File: config.mk
export PLATFORM = sky130hd
export DESIGN_NAME = jag_io_top
export DESIGN_NICKNAME = d
export VERILOG_FILES = /design/src/jag_io_pkg.sv /design/src/jag_io_top.sv /design/src/ebus_mux.sv /design/src/analog_adc.sv /design/src/joypad_scanner.sv /design/src/keypad_matrix.sv
export SDC_FILE = /design/constraint.sdc
export NUM_CORES = 1
export LEC_CHECK = 0
export ABC_AREA = 0
export CAP_MARGIN = 20
export CORE_MARGIN = 2
export CORE_UTILIZATION = 55
export DETAILED_ROUTE_END_ITERATION = 8
export DONT_BUFFER_PORTS = 1
export PLACE_DENSITY = 0.7
export SLEW_MARGIN = 20
export SYNTH_ARGS = -nofsm -noshare
export SYNTH_HDL_FRONTEND = slang
export SYNTH_SLANG_ARGS = --single-unit
File: constraint.sdc
create_clock -name sys_clk -period 4.7 [get_ports sys_clk]
set_input_delay 0.705 -clock sys_clk [delete_from_list [all_inputs] [get_ports sys_clk]]
set_output_delay 0.705 -clock sys_clk [all_outputs]
set_load 0.1 [all_outputs]
File: src/jag_io_pkg.sv
package jag_io_pkg;

	// Wishbone side
	parameter int WB_ADR_W = 2;    // Word address, four registers
	parameter int WB_DAT_W = 16;   // External data bus low half

	// Controller and analog widths
	parameter int JOY_BTN_W = 21;  // Right..hash, one bit per button
	parameter int ANALOG_W = 8;    // Unsigned 0..255 inputs and ADC result

	// Register map, word addresses
	parameter logic [WB_ADR_W-1:0] REG_JOY = 2'd0;  // Column latch / joystick word
	parameter logic [WB_ADR_W-1:0] REG_BTN = 2'd1;  // b bus, rows 0-1 and jumpers
	parameter logic [WB_ADR_W-1:0] REG_ADC = 2'd2;  // ADC command / result
	// Address 3 left unmapped, reads pulled up

	// ADC command modes
	// 00 and 10 both select the pairwise difference
	parameter logic [1:0] ADC_MODE_DIRECT = 2'b01;  // Raw channel
	parameter logic [1:0] ADC_MODE_REF3 = 2'b11;    // Channel minus analog 3

	// Undriven external bus lines float high
	parameter logic [WB_DAT_W-1:0] EBUS_PULLUP = '1;

	// Low byte of a host write
	// Same byte seen by the joystick latch and by the ADC command decode
	typedef union packed {
		struct packed {
			logic [3:0] port2_col_n_rev;  // Port 2 columns, bit 7 = column 0
			logic [3:0] port1_col_n;      // Port 1 columns, active low
		} joy;
		struct packed {
			logic [3:0] unused;           // Ignored by the ADC
			logic [1:0] adc_mode;         // Difference / direct / ref 3
			logic [1:0] adc_chan;         // Channel 0..3
		} adc;
	} ebus_wr_byte_u;

endpackage
File: src/jag_io_top.sv
`timescale 1ns/1ns

module jag_io_top import jag_io_pkg::*; (
	input  logic                 sys_clk,
	input  logic                 xresetl,
	// Wishbone classic slave
	input  logic                 wb_cyc_i,
	input  logic                 wb_stb_i,
	input  logic                 wb_we_i,
	input  logic [WB_ADR_W-1:0]  wb_adr_i,
	input  logic [WB_DAT_W-1:0]  wb_dat_i,
	output logic [WB_DAT_W-1:0]  wb_dat_o,
	output logic                 wb_ack_o,
	// Controllers, active-high buttons
	input  logic [JOY_BTN_W-1:0] joystick_0_i,
	input  logic [JOY_BTN_W-1:0] joystick_1_i,
	// Unsigned analog sticks
	input  logic [ANALOG_W-1:0]  analog_0_i,
	input  logic [ANALOG_W-1:0]  analog_1_i,
	input  logic [ANALOG_W-1:0]  analog_2_i,
	input  logic [ANALOG_W-1:0]  analog_3_i,
	input  logic                 ntsc_i     // Board jumper
);

	logic                joy_wr;
	logic                adc_wr;
	ebus_wr_byte_u       wr_byte;   // Shared write byte
	logic [WB_DAT_W-1:0] joy_word;
	logic [7:0]          b_bus;
	logic [ANALOG_W-1:0] adc_data;

	joypad_scanner u_joy (
		.sys_clk      (sys_clk),
		.xresetl      (xresetl),
		.joy_wr_i     (joy_wr),
		.wr_byte_i    (wr_byte),
		.joystick_0_i (joystick_0_i),
		.joystick_1_i (joystick_1_i),
		.ntsc_i       (ntsc_i),
		.joy_word_o   (joy_word),
		.b_bus_o      (b_bus)
	);

	analog_adc u_adc (
		.sys_clk    (sys_clk),
		.xresetl    (xresetl),
		.adc_wr_i   (adc_wr),
		.wr_byte_i  (wr_byte),
		.analog_0_i (analog_0_i),
		.analog_1_i (analog_1_i),
		.analog_2_i (analog_2_i),
		.analog_3_i (analog_3_i),
		.adc_data_o (adc_data)
	);

	ebus_mux u_ebus (
		.sys_clk    (sys_clk),
		.xresetl    (xresetl),
		.wb_cyc_i   (wb_cyc_i),
		.wb_stb_i   (wb_stb_i),
		.wb_we_i    (wb_we_i),
		.wb_adr_i   (wb_adr_i),
		.wb_dat_i   (wb_dat_i),
		.wb_dat_o   (wb_dat_o),
		.wb_ack_o   (wb_ack_o),
		.joy_wr_o   (joy_wr),
		.adc_wr_o   (adc_wr),
		.wr_byte_o  (wr_byte),
		.joy_word_i (joy_word),
		.b_bus_i    (b_bus),
		.adc_data_i (adc_data)
	);

endmodule

File: src/ebus_mux.sv
`timescale 1ns/1ns

module ebus_mux import jag_io_pkg::*; (
	input  logic                sys_clk,
	input  logic                xresetl,
	// Wishbone classic slave
	input  logic                wb_cyc_i,
	input  logic                wb_stb_i,
	input  logic                wb_we_i,
	input  logic [WB_ADR_W-1:0] wb_adr_i,
	input  logic [WB_DAT_W-1:0] wb_dat_i,
	output logic [WB_DAT_W-1:0] wb_dat_o,
	output logic                wb_ack_o,
	// Write side to the peripherals
	output logic                joy_wr_o,    // Column latch load
	output logic                adc_wr_o,    // ADC command
	output ebus_wr_byte_u       wr_byte_o,
	// Read sources
	input  logic [WB_DAT_W-1:0] joy_word_i,
	input  logic [7:0]          b_bus_i,
	input  logic [ANALOG_W-1:0] adc_data_i
);

	logic                req;       // New access this cycle
	logic [WB_DAT_W-1:0] rd_word;

	// Never ack twice running, a held stb is a fresh access
	assign req = wb_cyc_i & wb_stb_i & ~wb_ack_o;

	// Read combiner, unused lanes stay pulled up
	always_comb begin
		case (wb_adr_i)
			REG_JOY: rd_word = joy_word_i;
			REG_BTN: rd_word = {EBUS_PULLUP[WB_DAT_W-1:8], b_bus_i};
			REG_ADC: rd_word = {EBUS_PULLUP[WB_DAT_W-1:ANALOG_W], adc_data_i};
			default: rd_word = EBUS_PULLUP;  // Nothing drives address 3
		endcase
	end

	// Handshake and write strobes
	always_ff @(posedge sys_clk) begin
		if (!xresetl) begin
			wb_ack_o <= 1'b0;
			joy_wr_o <= 1'b0;
			adc_wr_o <= 1'b0;
		end else begin
			wb_ack_o <= req;                                         // Fixed one-cycle latency
			joy_wr_o <= req & wb_we_i & (wb_adr_i == REG_JOY);
			adc_wr_o <= req & wb_we_i & (wb_adr_i == REG_ADC);
			// BTN and address 3 writes just get acked
		end
	end

	// Payload captured with the ack
	always_ff @(posedge sys_clk) begin
		if (req) begin
			wb_dat_o  <= rd_word;
			wr_byte_o <= wb_dat_i[7:0];  // Only the low byte matters
		end
	end

endmodule

File: src/analog_adc.sv
`timescale 1ns/1ns

module analog_adc import jag_io_pkg::*; (
	input  logic                sys_clk,
	input  logic                xresetl,
	input  logic                adc_wr_i,    // Command strobe
	input  ebus_wr_byte_u       wr_byte_i,   // Mode and channel
	input  logic [ANALOG_W-1:0] analog_0_i,
	input  logic [ANALOG_W-1:0] analog_1_i,
	input  logic [ANALOG_W-1:0] analog_2_i,
	input  logic [ANALOG_W-1:0] analog_3_i,
	output logic [ANALOG_W-1:0] adc_data_o
);

	logic [ANALOG_W-1:0] ain [4];  // Inputs indexed by channel
	logic [ANALOG_W-1:0] adc_next;
	logic [1:0]          chan;

	// Difference clamped at zero, no wrap
	function automatic logic [ANALOG_W-1:0] sat_sub(input logic [ANALOG_W-1:0] a,
		input logic [ANALOG_W-1:0] b);
		return (a < b) ? '0 : a - b;
	endfunction

	assign ain[0] = analog_0_i;
	assign ain[1] = analog_1_i;
	assign ain[2] = analog_2_i;
	assign ain[3] = analog_3_i;
	assign chan = wr_byte_i.adc.adc_chan;

	always_comb begin
		case (wr_byte_i.adc.adc_mode)
			ADC_MODE_DIRECT: adc_next = ain[chan];
			ADC_MODE_REF3:   adc_next = (chan == 2'd3) ? adc_data_o   // Nothing to compare, hold
				: sat_sub(ain[chan], ain[3]);
			default:         adc_next = sat_sub(ain[chan], ain[chan ^ 2'b01]);  // Pair 0/1 or 2/3
		endcase
	end

	always_ff @(posedge sys_clk) begin
		if (!xresetl) begin
			adc_data_o <= '0;
		end else if (adc_wr_i) begin
			adc_data_o <= adc_next;  // Conversion is instant here
		end
	end

endmodule

File: src/joypad_scanner.sv
`timescale 1ns/1ns

module joypad_scanner import jag_io_pkg::*; (
	input  logic                 sys_clk,
	input  logic                 xresetl,
	input  logic                 joy_wr_i,      // Latch load strobe
	input  ebus_wr_byte_u        wr_byte_i,     // Written column byte
	input  logic [JOY_BTN_W-1:0] joystick_0_i,  // Port 1 buttons
	input  logic [JOY_BTN_W-1:0] joystick_1_i,  // Port 2 buttons
	input  logic                 ntsc_i,        // 0 = PAL, 1 = NTSC
	output logic [WB_DAT_W-1:0]  joy_word_o,
	output logic [7:0]           b_bus_o
);

	ebus_wr_byte_u col_latch;  // 74374 column latch
	logic [3:0]    p2_col_n;
	logic [5:0]    p1_row_n;
	logic [5:0]    p2_row_n;

	always_ff @(posedge sys_clk) begin
		if (!xresetl) begin
			col_latch <= '1;          // No column selected
		end else if (joy_wr_i) begin
			col_latch <= wr_byte_i;
		end
	end

	// Port 2 wired backwards, latch bit 7 is its column 0
	assign p2_col_n = {col_latch.joy.port2_col_n_rev[0], col_latch.joy.port2_col_n_rev[1],
		col_latch.joy.port2_col_n_rev[2], col_latch.joy.port2_col_n_rev[3]};

	keypad_matrix pad1 (
		.col_n_i   (col_latch.joy.port1_col_n),
		.buttons_i (joystick_0_i),
		.row_n_o   (p1_row_n)
	);

	keypad_matrix pad2 (
		.col_n_i   (p2_col_n),
		.buttons_i (joystick_1_i),
		.row_n_o   (p2_row_n)
	);

	// Bit 0 was EEPROM data out, idles high
	assign joy_word_o = {p2_row_n[5:2], p1_row_n[5:2], col_latch[7:1], 1'b1};

	// Rows 0-1 of both pads plus board jumpers
	assign b_bus_o = {
		1'b0,           // Unused, shorted
		1'b1,           // Unused, open
		1'b1,           // 256-column DRAM
		ntsc_i,         // Video standard jumper
		p2_row_n[1:0],  // B3, B2
		p1_row_n[1:0]   // B1, B0
	};

endmodule

File: src/keypad_matrix.sv
`timescale 1ns/1ns

module keypad_matrix import jag_io_pkg::*; (
	input  logic [3:0]           col_n_i,    // Column select, active low
	input  logic [JOY_BTN_W-1:0] buttons_i,  // Active-high presses
	output logic [5:0]           row_n_o     // Row returns, active low
);

	// Presses per column, bit = row position
	logic [5:0] col0_press;
	logic [5:0] col1_press;
	logic [5:0] col2_press;
	logic [5:0] col3_press;

	// Column 0 carries the d-pad, A and pause
	assign col0_press = {
		buttons_i[0],   // Right
		buttons_i[1],   // Left
		buttons_i[2],   // Down
		buttons_i[3],   // Up
		buttons_i[4],   // A
		buttons_i[8]    // Pause
	};

	// Columns 1-3 are the keypad, row 0 empty
	assign col1_press = {
		buttons_i[9],   // 1
		buttons_i[12],  // 4
		buttons_i[15],  // 7
		buttons_i[19],  // Star
		buttons_i[5],   // B
		1'b0
	};

	assign col2_press = {
		buttons_i[10],  // 2
		buttons_i[13],  // 5
		buttons_i[16],  // 8
		buttons_i[18],  // 0
		buttons_i[6],   // C
		1'b0
	};

	assign col3_press = {
		buttons_i[11],  // 3
		buttons_i[14],  // 6
		buttons_i[17],  // 9
		buttons_i[20],  // Hash
		buttons_i[7],   // Option
		1'b0
	};

	// A row pulls low if any selected column shorts it
	assign row_n_o = ~((col0_press & {6{~col_n_i[0]}}) |
		(col1_press & {6{~col_n_i[1]}}) |
		(col2_press & {6{~col_n_i[2]}}) |
		(col3_press & {6{~col_n_i[3]}}));

endmodule

==> summary.md <==
| Metric | Value |
|---|---|
| Routed vias/inst | 6.38 |
| Top fanout value on the critical path | 13 |
| Overflow after GRT | 0 |
| Slew @ Worst Pin | 1.03 ns |
| PortBufs | 0 |
| Initial antenna violation count | 0 |
| First-pass GRT wire length | 10700 um |
| Final net count | 415 |
| Fin. Hold Viols | 0 |
| Hold WC Path Type | reg2reg |
| Htree depth | 2 |
| Wire length per cell | 18.2 um |
| Vias in the first global route | 2186 |
| Max-slew violation count | 0 |
| DRC | 0 |
| Worst-Skew Late Latency | 0.29 ns |
| Reg clk slew, reported paths | 0.08 ns |
| Arrival time worst endpoint | 3.74 ns |
| Largest net degree at the start of global routing | 26 |
| Number of gates resized after CTS | 0 |
| Die area | 6050 um2 |
| Max Fclk | 279 MHz |
| Kind of critical path | reg2reg |
| Area delta synth->final | 5.43% |
| Core Area | 5170 um2 |
| Sequential area share after synthesis | 36.8% |
| Die Wd | 77.8 um |
| Library cells used by synthesis | 49 |
| EDFF count, synth | 24 |
| P per Cell Area | 307 nW/um2 |
| Mapped Cells | 299 |
| Hold buffers post-CTS | 0 |
| Final setup viols | 0 |
| FFs w/ async S/R, synth | 0% |
| Share of post-route cells with drive strength above 1 | 12.2% |
| Setup TNS | 0 ns |
| Outcome | completed |
| Syn Area/Cell | 10.0 um2 |
| Clk root buf | clkbuf_8 |
| Routed vias | 2330 |
| Post-CTS setup buffer count | 0 |
| Starting DRC count in detailed routing | 195 |
| Gr usage total | 22.2% |
| Critical Path End Type | flip-flop |
| Initial Utilization | 57.9% |
| Final Cycle Share | 76.2% |
| Antenna diode count | 0 |
| Synth Cell Area | 2990 um2 |
| Gpl congestion | 0.878 |
| Final wirelength | 6630 um |
| Worst Skew | 0.00514 ns |
| #FFs+latches synth | 43 |
| Met3 routed WL | 373 um |
| RSZ-0062 raised after global routing | false |
| CTS Buffer Depth | 2 |
| Worst ir drop on vdd | 223 uV |
| Prevailing post-synth register cell | edfxtp_1 |
| Site Rows | 26 |
| Static leakage | 1.25 nW |
| Synth Warn # | 0 |
| Fill count | 452 |
| Max cap viols | 0 |
| I/O Pins | 115 |
| Post-synth net total | 420 |
| Max layer used | met4 |
| Critical Path RT | 4.86 ns |
| Sink Count | 43 |
| WL met1 | 3170 um |
| Final ANT Viol Nets | 0 |
| WL met2 | 3050 um |
| Tot Pwr | 969 uW |
| Tmin final | 3.58 ns |
| CTS tree | yes |
| CP startpoint kind | flip-flop |
| Die span in y | 77.8 um |
| Max_slew headroom | 31.3% |
| Num CTS Buffers | 5 |
| 1st-pass router iterations | 4 |
| Final HPWL DP | 5190 um |
## synthesized netlist by cell type, types with 5 or more instances
cell type / instances / share of area [%]
a31o_2: 8 / 2.3
nand2b_1: 6 / 1.3
a21oi_1: 15 / 2.5
clkbuf_1: 10 / 1.3
nand2_1: 36 / 4.5
a31oi_1: 6 / 1.3
a22oi_1: 7 / 1.8
o21ai_0: 11 / 1.8
dfxtp_1: 19 / 13
inv_1: 27 / 3.4
ha_1: 21 / 8.8
nor2_1: 12 / 1.5
a21o_1: 6 / 1.5
o211ai_1: 7 / 1.8
mux4_2: 10 / 7.5
a222oi_1: 10 / 3.3
xor2_1: 6 / 1.8
edfxtp_1: 24 / 24
a221oi_1: 5 / 1.5
## routing by layer
layer	vias to the layer above	track usage, %
met5	-	0
met4	0	4.64
li1	1126	-
met3	6	5.58
met1	1117	32.5
met2	81	33.3
## cells in the final DEF, fill, tap and decap left out, types with 3 or more instances in the layout
cell type	netlist	routed
o21ai_1	3	3
o21a_1	3	3
edfxtp_1	24	24
a31o_2	8	8
mux4_2	10	10
ha_1	21	21
nand3_1	3	3
nand2b_1	6	6
a22oi_1	7	7
and3_1	4	4
o211ai_1	7	7
clkbuf_8	0	6
a222oi_1	10	10
xnor2_1	4	4
a31oi_1	6	6
a21oi_1	15	15
inv_1	27	27
nand2_1	36	36
dfxtp_1	19	19
mux2i_1	4	4
a221oi_1	5	5
a21o_1	6	6
nor2_1	12	11
xor2_1	6	6
o21ai_0	11	11
## worst paths after layout
path	from	cells after the start	to	slack, ns
worst min-delay path	u_ebus.wr_byte_o[6]$_DFFE_PP_	2	u_joy.col_latch[6]$_SDFFE_PN1P_	0.47
worst min register to register	u_ebus.wr_byte_o[6]$_DFFE_PP_	2	u_joy.col_latch[6]$_SDFFE_PN1P_	0.47
worst max register to register	u_ebus.wr_byte_o[1]$_DFFE_PP_	13	u_adc.adc_data_o[0]$_SDFFE_PN0P_	1.12
worst max-delay path	u_ebus.wr_byte_o[1]$_DFFE_PP_	13	u_adc.adc_data_o[0]$_SDFFE_PN0P_	1.12
## final cells by class
| type | count | area, um2 | area share, % |
|---|---|---|---|
| Multi-Input combinational cell | 216 | 1750 | 55.3 |
| Sequential cell | 43 | 1100 | 34.9 |
| Clock buffer | 7 | 108 | 3.41 |
| Inverter | 27 | 101 | 3.21 |
| Tap cell | 70 | 87.6 | 2.77 |
| Timing Repair Buffer | 1 | 7.51 | 0.238 |
| Clock inverter | 1 | 5.00 | 0.159 |
## power breakdown
part / internal (mW) / switching, mW
logic: 0.101 / 0.123
registers: 0.413 / 0.0613
clock network: 0.150 / 0.120
## kinds of logic after synthesis
| kind of cell | count (synthesis) | synth area share [%] |
|---|---|---|
| XOR/XNOR | 10 | 2.93 |
| flip-flops | 43 | 36.8 |
| AND/OR/NAND/NOR | 71 | 10.8 |
| AO/OA/AOI/OAI | 95 | 24.3 |
| adder cells (fa/ha/maj) | 23 | 10.1 |
| multiplexers | 17 | 9.99 |
| buffers and inverters | 40 | 5.14 |
## critical path: stages (launching register included)
cell and delay [ns]:
edfxtp_1 0.49, buf_4 0.29, mux2i_1 0.25, nand2_1 0.07, o21ai_1 0.22, ha_1 0.23
inv_1 0.06, fa_1 0.46, a211oi_2 0.22, nor2_1 0.10, o311a_4 0.32, o31a_4 0.32
a22oi_1 0.31, a21oi_1 0.11
## metrics by stage
stage          setup slack, ns  util [%]  std cells  instance area, um2  hold WS, ns
4_1_cts                   1.12      60.9        365                3150        0.469
2_1_floorplan             1.58         -        299                2990        0.435
6_report                  1.12      61.0        365                3160        0.469
5_1_grt                  0.819      61.0        365                3160        0.466
3_5_place_dp              1.15      58.8        357                3040        0.455
3_3_place_gp              1.21      58.8        357                3040        0.449
## state kept, by name, summed over array words and instances, names as in the netlist
signal	count
u_ebus.wb_dat_o	16
u_adc.adc_data_o	8
u_ebus.wr_byte_o	8
u_joy.col_latch	8
u_ebus.adc_wr_o	1
u_ebus.joy_wr_o	1
u_ebus.wb_ack_o	1
Power figures use the tool's default switching activity.
